[config.mk]
export PLATFORM = sky130hd
export DESIGN_NAME = lsu_top
export DESIGN_NICKNAME = d
export VERILOG_FILES = /design/src/hw/lsu_pkg.sv /design/src/hw/lsu_ecc.sv /design/src/hw/lsu_lane_align.sv /design/src/hw/lsu_bus_master.sv /design/src/hw/lsu_dccm_port.sv /design/src/hw/lsu_ctl.sv /design/src/hw/lsu_top.sv
export SDC_FILE = /design/constraint.sdc
export NUM_CORES = 1
export LEC_CHECK = 0
export BUFFER_PORTS_ARGS = -buffer_cell sky130_fd_sc_hd__buf_2
export CAP_MARGIN = 20
export CORE_MARGIN = 3
export CORE_UTILIZATION = 35
export DETAILED_ROUTE_END_ITERATION = 7
export GPL_TIMING_DRIVEN = 0
export MAX_ROUTING_LAYER = met4
export PLACE_DENSITY = 0.62
export SLEW_MARGIN = 20
export SYNTH_ARGS = -nofsm -noshare
export SYNTH_HDL_FRONTEND = slang
export SYNTH_SLANG_ARGS = --single-unit
[constraint.sdc]
create_clock -name clk -period 20.5 [get_ports clk]
set_clock_uncertainty 0.2 [all_clocks]
set_input_delay 3.075 -clock clk [delete_from_list [all_inputs] [get_ports clk]]
set_output_delay 3.075 -clock clk [all_outputs]
set_load 0.05 [all_outputs]
[src/hw/lsu_pkg.sv]
package lsu_pkg;

   // ******************************
   // Widths and enums
   // ******************************
   localparam int DCCM_AW_MAX = 16;   // Widest DCCM word address

   typedef enum logic {
      LSU_LOAD,
      LSU_STORE
   } lsu_op_e;

   typedef enum logic [1:0] {
      SZ_BYTE,
      SZ_HALF,
      SZ_WORD
   } lsu_size_e;

   typedef enum logic [1:0] {
      ERR_NONE,
      ERR_MISALIGN,
      ERR_ECC,        // Uncorrectable DCCM data
      ERR_BUS         // External slave error
   } lsu_err_e;

   typedef enum logic [1:0] {
      S_IDLE,
      S_DCCM,
      S_BUS,
      S_RESP          // Response held until req drops
   } ctl_state_e;

   // ******************************
   // Request, response and ports
   // ******************************
   typedef struct packed {
      lsu_op_e            op;
      lsu_size_e          size;
      logic               is_unsigned;  // Zero-extend loaded data
      logic [31:0]        rs1;          // Base register
      logic signed [11:0] offset;
      logic [31:0]        wdata;        // Store data, low aligned
   } lsu_req_t;

   typedef struct packed {
      logic [31:0] rdata;
      lsu_err_e    err;
   } lsu_rsp_t;

   typedef struct packed {
      logic [31:0] data;
      logic [6:0]  check;   // Bit 6 is overall parity
   } ecc_word_t;

   typedef struct packed {
      logic                   rden;
      logic                   wren;
      logic [DCCM_AW_MAX-1:0] addr;   // Word address
      ecc_word_t              wdata;
   } dccm_cmd_t;

   typedef struct packed {
      logic        we;
      logic [31:0] addr;      // Byte address
      logic [3:0]  byte_en;
      logic [31:0] wdata;
   } ext_cmd_t;

endpackage

[src/hw/lsu_ecc.sv]
`timescale 1ns/1ps

module lsu_ecc (
   input  logic [31:0]        enc_data,
   output lsu_pkg::ecc_word_t enc_word,
   input  lsu_pkg::ecc_word_t dec_word,
   output logic [31:0]        dec_data,
   output logic               dec_single,   // Corrected single-bit error
   output logic               dec_double    // Uncorrectable
);

   logic [5:0]  enc_chk;
   logic [38:1] dec_cw;    // Received word in Hamming positions
   logic [38:1] cor_cw;
   logic [5:0]  syn;
   logic        par_err;   // Overall parity mismatch

   // Check bits sit at powers of two, data fills the other positions
   function automatic logic [38:1] spread(input logic [31:0] d, input logic [5:0] c);
      logic [38:1] cw;
      int          k;
      int          j;
      k = 0;
      j = 0;
      for (int p = 1; p <= 38; p++) begin
         if ((p & (p - 1)) == 0) begin
            cw[p] = c[j];
            j++;
         end else begin
            cw[p] = d[k];
            k++;
         end
      end
      return cw;
   endfunction

   function automatic logic [31:0] gather(input logic [38:1] cw);
      logic [31:0] d;
      int          k;
      k = 0;
      d = '0;
      for (int p = 1; p <= 38; p++) begin
         if ((p & (p - 1)) != 0) begin
            d[k] = cw[p];
            k++;
         end
      end
      return d;
   endfunction

   // Bit i covers every position with bit i set
   function automatic logic [5:0] syndrome(input logic [38:1] cw);
      logic [5:0] s;
      s = '0;
      for (int p = 1; p <= 38; p++) begin
         for (int i = 0; i < 6; i++) begin
            if (p[i]) s[i] ^= cw[p];
         end
      end
      return s;
   endfunction

   // ******************************
   // Encoder
   // ******************************
   assign enc_chk        = syndrome(spread(enc_data, 6'b0));
   assign enc_word.data  = enc_data;
   assign enc_word.check = {^{enc_data, enc_chk}, enc_chk};   // Even overall parity

   // ******************************
   // Decoder
   // ******************************
   assign dec_cw  = spread(dec_word.data, dec_word.check[5:0]);
   assign syn     = syndrome(dec_cw);
   assign par_err = ^{dec_word.data, dec_word.check};

   always_comb begin
      cor_cw = dec_cw;
      for (int p = 1; p <= 38; p++) begin
         if (par_err && syn == 6'(p)) cor_cw[p] = ~dec_cw[p];   // Syndrome points at the bad bit
      end
   end

   assign dec_data   = gather(cor_cw);
   assign dec_single = par_err && (syn <= 6'd38);   // Zero syndrome means the parity bit itself
   assign dec_double = (!par_err && syn != 6'd0) || (par_err && syn > 6'd38);

endmodule

[src/hw/lsu_lane_align.sv]
`timescale 1ns/1ps

module lsu_lane_align (
   input  lsu_pkg::lsu_size_e size,
   input  logic               is_unsigned,
   input  logic [1:0]         off,
   input  logic [31:0]        wdata,
   output logic [31:0]        st_data,
   output logic [3:0]         st_be,
   input  logic [31:0]        ld_word,
   output logic [31:0]        ld_value
);
   import lsu_pkg::*;

   logic [31:0] ld_shift;   // Addressed lane moved to bit 0

   // Store lanes, replicated so any offset finds its byte
   always_comb begin
      unique case (size)
         SZ_BYTE: begin
            st_data = {4{wdata[7:0]}};
            st_be   = 4'b0001 << off;
         end
         SZ_HALF: begin
            st_data = {2{wdata[15:0]}};
            st_be   = 4'b0011 << off;
         end
         default: begin
            st_data = wdata;
            st_be   = 4'b1111;
         end
      endcase
   end

   assign ld_shift = ld_word >> {off, 3'b000};

   always_comb begin
      unique case (size)
         SZ_BYTE: ld_value = {{24{!is_unsigned && ld_shift[7]}}, ld_shift[7:0]};
         SZ_HALF: ld_value = {{16{!is_unsigned && ld_shift[15]}}, ld_shift[15:0]};
         default: ld_value = ld_word;
      endcase
   end

endmodule

[src/hw/lsu_bus_master.sv]
`timescale 1ns/1ps

module lsu_bus_master (
   input  logic              clk,
   input  logic              rst_n,
   input  logic              start,
   input  lsu_pkg::ext_cmd_t cmd,
   output logic              done,
   output logic [31:0]       rword,
   output logic              err,
   output logic              ext_req,
   output lsu_pkg::ext_cmd_t ext_cmd,   // Stable while ext_req is high
   input  logic              ext_ack,
   input  logic [31:0]       ext_rdata,
   input  logic              ext_err
);

   typedef enum logic [1:0] {
      B_IDLE,
      B_REQ,     // req high, waiting for ack
      B_DROP     // req low, waiting for ack to fall
   } bus_state_e;

   bus_state_e state;

   always_ff @(posedge clk or negedge rst_n) begin
      if (!rst_n) begin
         state   <= B_IDLE;
         ext_req <= 1'b0;
      end else begin
         unique case (state)
            B_IDLE: begin
               if (start) begin
                  ext_req <= 1'b1;
                  state   <= B_REQ;
               end
            end
            B_REQ: begin
               if (ext_ack) begin
                  ext_req <= 1'b0;
                  state   <= B_DROP;
               end
            end
            B_DROP: if (!ext_ack) state <= B_IDLE;
            default: state <= B_IDLE;
         endcase
      end
   end

   // Command and returned data
   always_ff @(posedge clk) begin
      if (state == B_IDLE && start) ext_cmd <= cmd;
      if (state == B_REQ && ext_ack) begin
         rword <= ext_rdata;
         err   <= ext_err;
      end
   end

   assign done = (state == B_DROP) && !ext_ack;   // Handshake fully closed

endmodule

[src/hw/lsu_dccm_port.sv]
`timescale 1ns/1ps

module lsu_dccm_port #(
   parameter int DCCM_AW = 10
) (
   input  logic               clk,
   input  logic               rst_n,
   input  logic               start,
   input  lsu_pkg::lsu_op_e   op,
   input  logic [DCCM_AW-1:0] addr,
   input  logic [31:0]        wdata,     // Lane-aligned store data
   input  logic [3:0]         byte_en,
   output logic               done,
   output logic [31:0]        rword,     // Corrected read word
   output logic               dbl_err,
   output lsu_pkg::dccm_cmd_t dccm_cmd,
   input  lsu_pkg::ecc_word_t dccm_rdata,
   output logic               single_err
);
   import lsu_pkg::*;

   typedef enum logic [1:0] {
      P_IDLE,
      P_RD,      // Read strobe on the port
      P_CHK,     // Read data back, decode
      P_WR       // Write strobe on the port
   } port_state_e;

   port_state_e state;
   lsu_op_e     op_q;
   logic [31:0] wdata_q;
   logic [3:0]  be_q;
   logic [31:0] merged;     // Corrected word with new bytes laid in
   logic [31:0] enc_data;
   ecc_word_t   enc_word;
   logic [31:0] dec_data;
   logic        dec_single;
   logic        dec_double;

   lsu_ecc u_ecc (
      .enc_data   (enc_data),
      .enc_word   (enc_word),
      .dec_word   (dccm_rdata),
      .dec_data   (dec_data),
      .dec_single (dec_single),
      .dec_double (dec_double)
   );

   always_comb begin
      for (int b = 0; b < 4; b++) begin
         merged[8*b +: 8] = be_q[b] ? wdata_q[8*b +: 8] : dec_data[8*b +: 8];
      end
   end

   // Full words encode straight from the input, RMW from the merge
   assign enc_data = (state == P_IDLE) ? wdata : merged;

   always_ff @(posedge clk) begin
      if (state == P_IDLE && start) begin
         op_q    <= op;
         wdata_q <= wdata;
         be_q    <= byte_en;
      end
   end

   always_ff @(posedge clk or negedge rst_n) begin
      if (!rst_n) begin
         state    <= P_IDLE;
         dccm_cmd <= '0;
      end else begin
         unique case (state)
            P_IDLE: begin
               if (start) begin
                  dccm_cmd.addr <= DCCM_AW_MAX'(addr);
                  if (op == LSU_STORE && byte_en == 4'hf) begin
                     dccm_cmd.wren  <= 1'b1;      // Word store, no read needed
                     dccm_cmd.wdata <= enc_word;
                     state          <= P_WR;
                  end else begin
                     dccm_cmd.rden <= 1'b1;       // Load or first half of RMW
                     state         <= P_RD;
                  end
               end
            end
            P_RD: begin
               dccm_cmd.rden <= 1'b0;
               state         <= P_CHK;
            end
            P_CHK: begin
               if (op_q == LSU_STORE && !dec_double) begin
                  dccm_cmd.wren  <= 1'b1;
                  dccm_cmd.wdata <= enc_word;
                  state          <= P_WR;
               end else begin
                  state <= P_IDLE;                // Load done, or RMW aborted
               end
            end
            P_WR: begin
               dccm_cmd.wren <= 1'b0;
               state         <= P_IDLE;
            end
            default: state <= P_IDLE;
         endcase
      end
   end

   assign done       = (state == P_WR) ||
                       (state == P_CHK && (op_q == LSU_LOAD || dec_double));
   assign rword      = dec_data;
   assign dbl_err    = (state == P_CHK) && dec_double;
   assign single_err = (state == P_CHK) && dec_single;   // One pulse per corrected read

endmodule

[src/hw/lsu_ctl.sv]
`timescale 1ns/1ps

module lsu_ctl #(
   parameter logic [31:0] DCCM_BASE = 32'hF004_0000,
   parameter int          DCCM_AW   = 10
) (
   input  logic               clk,
   input  logic               rst_n,
   input  logic               req,
   input  lsu_pkg::lsu_req_t  req_data,
   output logic               ack,
   output lsu_pkg::lsu_rsp_t  rsp,
   output lsu_pkg::lsu_req_t  a_req,      // Latched request
   output logic [1:0]         a_off,      // Byte offset within the word
   output logic [31:0]        ld_word,    // Raw returned word to the aligner
   input  logic [31:0]        ld_value,
   input  logic [31:0]        st_data,
   input  logic [3:0]         st_be,
   output logic               dccm_start,
   output lsu_pkg::lsu_op_e   dccm_op,
   output logic [DCCM_AW-1:0] dccm_addr,
   input  logic               dccm_done,
   input  logic [31:0]        dccm_rword,
   input  logic               dccm_dbl_err,
   output logic               bus_start,
   output lsu_pkg::ext_cmd_t  bus_cmd,
   input  logic               bus_done,
   input  logic [31:0]        bus_rword,
   input  logic               bus_err
);
   import lsu_pkg::*;

   localparam int RGN_LSB = DCCM_AW + 2;   // First address bit above the DCCM span

   ctl_state_e  state;
   logic [31:0] eff_addr;   // From the incoming request
   logic [31:0] a_addr;     // Latched effective address
   logic        misalign;
   logic        in_dccm;
   logic        launch;     // First cycle in S_DCCM or S_BUS
   logic        is_load;

   // ******************************
   // Address and decode
   // ******************************
   assign eff_addr = req_data.rs1 + {{20{req_data.offset[11]}}, req_data.offset};

   // Natural alignment only, bytes never fault
   assign misalign = (req_data.size == SZ_HALF && eff_addr[0]) ||
                     (req_data.size == SZ_WORD && eff_addr[1:0] != 2'b00);

   assign in_dccm = (eff_addr[31:RGN_LSB] == DCCM_BASE[31:RGN_LSB]);

   // Request fields stay put for the whole access
   always_ff @(posedge clk) begin
      if (state == S_IDLE && req) begin
         a_req  <= req_data;
         a_addr <= eff_addr;
      end
   end

   assign is_load = (a_req.op == LSU_LOAD);
   assign a_off   = a_addr[1:0];

   // ******************************
   // Sequencer
   // ******************************
   always_ff @(posedge clk or negedge rst_n) begin
      if (!rst_n) begin
         state  <= S_IDLE;
         ack    <= 1'b0;
         launch <= 1'b0;
         rsp    <= '0;
      end else begin
         launch <= 1'b0;   // Single-cycle start
         unique case (state)
            S_IDLE: begin
               if (req) begin
                  if (misalign) begin   // No memory traffic at all
                     rsp   <= '{rdata: '0, err: ERR_MISALIGN};
                     state <= S_RESP;
                  end else begin
                     launch <= 1'b1;
                     state  <= in_dccm ? S_DCCM : S_BUS;
                  end
               end
            end
            S_DCCM: begin
               if (dccm_done) begin
                  rsp.rdata <= (is_load && !dccm_dbl_err) ? ld_value : '0;
                  rsp.err   <= dccm_dbl_err ? ERR_ECC : ERR_NONE;
                  ack       <= 1'b1;
                  state     <= S_RESP;
               end
            end
            S_BUS: begin
               if (bus_done) begin   // Waits here on a slow slave
                  rsp.rdata <= (is_load && !bus_err) ? ld_value : '0;
                  rsp.err   <= bus_err ? ERR_BUS : ERR_NONE;
                  ack       <= 1'b1;
                  state     <= S_RESP;
               end
            end
            S_RESP: begin
               if (!ack) begin
                  ack <= 1'b1;          // Misaligned path arrives without ack
               end else if (!req) begin
                  ack   <= 1'b0;        // Fourth phase
                  state <= S_IDLE;
               end
            end
            default: state <= S_IDLE;
         endcase
      end
   end

   // ******************************
   // Datapath hookup
   // ******************************
   assign dccm_start = launch && (state == S_DCCM);
   assign bus_start  = launch && (state == S_BUS);
   assign dccm_op    = a_req.op;
   assign dccm_addr  = a_addr[RGN_LSB-1:2];

   assign bus_cmd = '{we: !is_load, addr: a_addr, byte_en: st_be, wdata: st_data};

   assign ld_word = (state == S_BUS) ? bus_rword : dccm_rword;   // Returned word select

endmodule

[src/hw/lsu_top.sv]
`timescale 1ns/1ps

module lsu_top #(
   parameter logic [31:0] DCCM_BASE = 32'hF004_0000,
   parameter int          DCCM_AW   = 10             // 4 KiB of DCCM
) (
   input  logic               clk,
   input  logic               rst_n,
   input  logic               req,
   input  lsu_pkg::lsu_req_t  req_data,
   output logic               ack,
   output lsu_pkg::lsu_rsp_t  rsp,
   output lsu_pkg::dccm_cmd_t dccm_cmd,
   input  lsu_pkg::ecc_word_t dccm_rdata,
   output logic               ext_req,
   output lsu_pkg::ext_cmd_t  ext_cmd,
   input  logic               ext_ack,
   input  logic [31:0]        ext_rdata,
   input  logic               ext_err,
   output logic               ecc_single_err
);
   import lsu_pkg::*;

   lsu_req_t           a_req;
   logic [1:0]         a_off;
   logic [31:0]        ld_word;
   logic [31:0]        ld_value;
   logic [31:0]        st_data;
   logic [3:0]         st_be;
   logic               dccm_start;
   lsu_op_e            dccm_op;
   logic [DCCM_AW-1:0] dccm_addr;
   logic               dccm_done;
   logic [31:0]        dccm_rword;
   logic               dccm_dbl_err;
   logic               bus_start;
   ext_cmd_t           bus_cmd;
   logic               bus_done;
   logic [31:0]        bus_rword;
   logic               bus_err;

   // ******************************
   // Controller
   // ******************************
   lsu_ctl #(
      .DCCM_BASE (DCCM_BASE),
      .DCCM_AW   (DCCM_AW)
   ) u_ctl (
      .clk          (clk),
      .rst_n        (rst_n),
      .req          (req),
      .req_data     (req_data),
      .ack          (ack),
      .rsp          (rsp),
      .a_req        (a_req),
      .a_off        (a_off),
      .ld_word      (ld_word),
      .ld_value     (ld_value),
      .st_data      (st_data),
      .st_be        (st_be),
      .dccm_start   (dccm_start),
      .dccm_op      (dccm_op),
      .dccm_addr    (dccm_addr),
      .dccm_done    (dccm_done),
      .dccm_rword   (dccm_rword),
      .dccm_dbl_err (dccm_dbl_err),
      .bus_start    (bus_start),
      .bus_cmd      (bus_cmd),
      .bus_done     (bus_done),
      .bus_rword    (bus_rword),
      .bus_err      (bus_err)
   );

   // ******************************
   // Datapath
   // ******************************
   lsu_dccm_port #(
      .DCCM_AW (DCCM_AW)
   ) u_dccm (
      .clk        (clk),
      .rst_n      (rst_n),
      .start      (dccm_start),
      .op         (dccm_op),
      .addr       (dccm_addr),
      .wdata      (st_data),     // Same lanes as the bus
      .byte_en    (st_be),
      .done       (dccm_done),
      .rword      (dccm_rword),
      .dbl_err    (dccm_dbl_err),
      .dccm_cmd   (dccm_cmd),
      .dccm_rdata (dccm_rdata),
      .single_err (ecc_single_err)
   );

   lsu_bus_master u_bus (
      .clk       (clk),
      .rst_n     (rst_n),
      .start     (bus_start),
      .cmd       (bus_cmd),
      .done      (bus_done),
      .rword     (bus_rword),
      .err       (bus_err),
      .ext_req   (ext_req),
      .ext_cmd   (ext_cmd),
      .ext_ack   (ext_ack),
      .ext_rdata (ext_rdata),
      .ext_err   (ext_err)
   );

   lsu_lane_align u_align (
      .size        (a_req.size),
      .is_unsigned (a_req.is_unsigned),
      .off         (a_off),
      .wdata       (a_req.wdata),
      .st_data     (st_data),
      .st_be       (st_be),
      .ld_word     (ld_word),
      .ld_value    (ld_value)
   );

endmodule

==> impl_summary.md <==
Run status
The flow ran to the end, and the final reports show no timing, DRC or antenna violations.

GRT
Across every metal layer, demand over resource in global routing totals a little over a fifth. The number of antenna violations at the first check in global routing is 15. The maximum number of pins on one net before global-route repair is 65. The number of global-route vias before repair is roughly 12k. After global routing the overflow that remains totals 0.

The global-route wire length before repair is about 74 mm.

Worst setup path
The number of cells on the critical path is 8. The worst reg2reg path depth is 11. The worst endpoint required time is about 17 ns.

Walking the worst path, the cells encountered are buf_2 > xnor3_4 > xnor2_4 > xnor3_4 > nor4b_1 > nand2_1 > a311oi_1 > buf_2. The critical path contains buffers and inverters numbering 2 combined. The category of cells accounting for the largest share of critical-path delay is XOR/XNOR gates.

STA puts the critical path data arrival time at about 6 ns. The worst setup path is captured at a primary output. The largest fanout on the critical path is 6.

The slowest library cell on the worst path is sky130_fd_sc_hd__xnor3_4. In this design, the stage delay of the slowest critical-path cell is 0.60 ns. The critical path in this run is classified as input pin to primary output. The worst setup path is launched from an input pin.

Yosys
After synthesis the netlist holds a flip-flop and latch count of between 300 and 400. The netlist area before placement is between 0.015 and 0.02 mm². After synthesis, flip-flops and latches occupy 54.2% of the total area.

Of all flip-flops after synthesis, the portion carrying an async set or reset was a little under a third. The distinct cell type count of the synthesized netlist is 85. The synthesized netlist cell count is 1261.

In this run the mean area of a mapped cell was around 13 µm². The most used flip-flop cell after synthesis is sky130_fd_sc_hd__edfxtp_1. The number of enable flip-flop cells after synthesis is 207. The synthesis warning total is 0.

STA
In this run the tightest slew margin relative to its limit is about 29%. After layout, the minimum clock period comes to about 9.3 ns. For the pin with the worst max-slew slack, the measured transition is 1.05 ns. Setup violations remaining at the end of the flow were counted as 0. The maximum clock frequency is between 100 and 150 MHz. Setup repair after global routing left no endpoint under its margin. Final hold analysis gives a worst-case slack of between 0.2 and 0.25 ns. The number of endpoints with negative hold slack in the final report came to 0. The aggregate negative setup slack is 0 ns.

The final number of max-transition violations is 0. The share of the cycle needed by the critical path after routing is between 40 and 50%.

Clock tree
The number of gates resized after CTS was 0. The CTS tree is built. The clock latency reported for the late side of the worst-skew pair is approximately 0.55 ns. CTS saw between 300 and 400 sinks.

The number of buffers inserted by hold repair at cts is 0. After clock tree synthesis, the clock-pin slew on the worst setup and hold paths is 0.06 ns. The H-tree was split into 2 levels. The master cell of the clock root buffer is sky130_fd_sc_hd__clkbuf_16. The maximum root-to-sink buffer count is 3.

The number of buffers created by CTS is 36. The total setup buffers inserted after CTS is 0.

Cells and area
From synthesis to final layout, the design area changed by 23.6%. Summing all flip-flop and latch instances after layout gives 0.00857 mm². The fraction of layout instances using a drive strength above 1 is between 30% and 40%. The final-stage net count is around 1.8k. The layout has approximately 4.2k filler cells. The combined area of the multi-input logic cells is between 0.006 and 0.007 mm².

Die
The total die area is 0.0477 mm². The number of top-level pins is 319. The effective utilization at floorplan is approximately 36%. Measured along the y axis, the die boundary spans about 220 µm. The core outline area is 0.0444 mm². After floorplanning, the core was divided into 77 placement rows. The width of the chip is around 220 µm.

Place
The congestion estimate from routability-driven global placement came to 0.942. Input and output buffers added on the ports amount to around 310. The placed wire-length estimate after detailed placement is around 40 mm.

Min path
Counting instances, the worst hold path has a depth of 0. The worst hold path belongs to the class register to register.

Drt
The average vias per placed instance is about 5.0. The number of iterations in the first detailed-routing pass is 6. Dividing the detail-routed wire length by the instance count gives 22.2 µm. The final wirelength is ~50 mm. The post-route antenna net violation count is 0. For this run, design rule violations remaining after detail routing come to 0. The via count is about 11k. The iteration-0 DRC count of the detailed router is ~660.

Power and ir drop
The worst-case IR drop observed on VDD is ~0.00015 V. The power after layout is between 3000 and 4000 µW. The static power due to leakage is approximately 0.008 µW. The ratio of total power to cell area is approximately 170 mW/mm².

Job
Max-cap violations in this run came to 0.
==> worst register-to-register path: cells and delay by family (launching register included) <==
family | cells | cell delay (ns)
fa+ha+maj | 1 | 0.37
simple gates | 1 | 0.68
buf+inv | 9 | 2.29
flops | 1 | 0.42
==> per-layer routing <==
metal | track usage, % | share of wire, %
met5 | - | 0
met2 | 34.7 | 47
met3 | 5.63 | 8.1
met4 | 7.96 | 3.5
met1 | 26.1 | 41
==> Yosys cell counts (all sizes together), types with 22 or more instances <==
cell | number | area, µm²
edfxtp | 207 | 6220
xnor2 | 123 | 1190
dfrtp | 94 | 2350
nor2 | 93 | 354
a21oi | 77 | 397
nand2 | 76 | 288
mux2i | 71 | 751
mux2 | 54 | 608
o21ai | 52 | 283
xor2 | 51 | 462
inv | 37 | 139
ha | 36 | 450
clkbuf | 29 | 123
a22o | 26 | 228
buf | 23 | 148
nor3 | 22 | 135
==> area by class of cell <==
cell class | count | area share, %
sequential | 301 | 43.9
inverter | 38 | 0.731
clock buffer | 44 | 4.98
timing repair buffer | 331 | 9.16
tap | 592 | 3.79
buffer | 52 | 1.39
multi-input combinational | 875 | 35.1
clock inverter | 22 | 0.763
antenna | 15 | 0.192
==> cells by family after synthesis <==
logic type      count (synthesis)  synth area share (%)
flops                         301                  54.2
simple gates                  265                  8.11
compound gates                252                  10.6
xor+xnor                      189                  12.7
mux                           126                  8.74
buf+inv                        90                  2.61
fa+ha+maj                      37                  2.98
other cells                     1                0.0237
==> sequential cells by signal, indices dropped and copies added, names as in the netlist, 2 cells and up <==
register	count
u_dccm.be_q	4
u_ctl.rsp	34
u_ctl.a_addr	32
u_bus.rword	32
u_ctl.state	2
u_dccm.wdata_q	32
u_bus.ext_cmd	69
u_dccm.state	2
u_dccm.dccm_cmd	51
u_bus.state	2
u_ctl.a_req	35
==> where the power goes <==
| part | internal [µW] | leakage (µW) | total, µW | switching, µW |
|---|---|---|---|---|
| registers | 804 | 0.00305 | 875 | 70.9 |
| clock network | 352 | 0.000554 | 612 | 259 |
| logic | 660 | 0.00453 | 1770 | 1110 |
| total | 1820 | 0.00813 | 3250 | 1440 |
==> stage by stage <==
step	utilization, %	instance area (µm²)	cells	setup slack (ns)
2_1_floorplan	-	15800	1266	10.89
3_3_place_gp	40.8	18100	2170	5.21
3_5_place_dp	41.4	18400	2189	11.26
4_1_cts	43.9	19500	2255	11.25
5_1_grt	44.0	19500	2270	11.01
6_report	44.0	19500	2270	11.23
==> path summary, 6_finish.rpt <==
check	startpoint	endpoint	slack (ns)
min in group asynchronous	rst_n	u_dccm.dccm_cmd[2]	2.20
worst max-delay path	dccm_rdata[10]	ecc_single_err	11.23
worst min-delay path	u_ctl.a_addr[16]	u_bus.ext_cmd[52]	0.22
max in group asynchronous	rst_n	u_ctl.rsp[17]	17.23
worst min register to register	u_ctl.a_addr[16]	u_bus.ext_cmd[52]	0.22
worst max register to register	u_ctl.state[0]	u_bus.ext_cmd[67]	16.27
==> cells in the final DEF (no fill, tap or decap), types with 9 or more instances in the layout <==
master	n
sky130_fd_sc_hd__o21ai_0	47
sky130_fd_sc_hd__diode_2	15
sky130_fd_sc_hd__edfxtp_1	207
sky130_fd_sc_hd__mux2i_1	65
sky130_fd_sc_hd__o22ai_1	9
sky130_fd_sc_hd__dfrtp_1	94
sky130_fd_sc_hd__clkbuf_1	32
sky130_fd_sc_hd__a22o_1	26
sky130_fd_sc_hd__a21oi_1	74
sky130_fd_sc_hd__xnor2_1	111
sky130_fd_sc_hd__nor3_1	17
sky130_fd_sc_hd__a21o_1	11
sky130_fd_sc_hd__a31oi_1	10
sky130_fd_sc_hd__clkinv_1	9
sky130_fd_sc_hd__buf_2	330
sky130_fd_sc_hd__inv_1	36
sky130_fd_sc_hd__clkbuf_16	37
sky130_fd_sc_hd__ha_1	36
sky130_fd_sc_hd__nor2_1	89
sky130_fd_sc_hd__xnor2_2	10
sky130_fd_sc_hd__mux2_2	53
sky130_fd_sc_hd__xor2_1	49
sky130_fd_sc_hd__nand2b_1	13
sky130_fd_sc_hd__buf_4	10
sky130_fd_sc_hd__nand2_1	75
No activity file was read; power rests on OpenSTA's default activity.
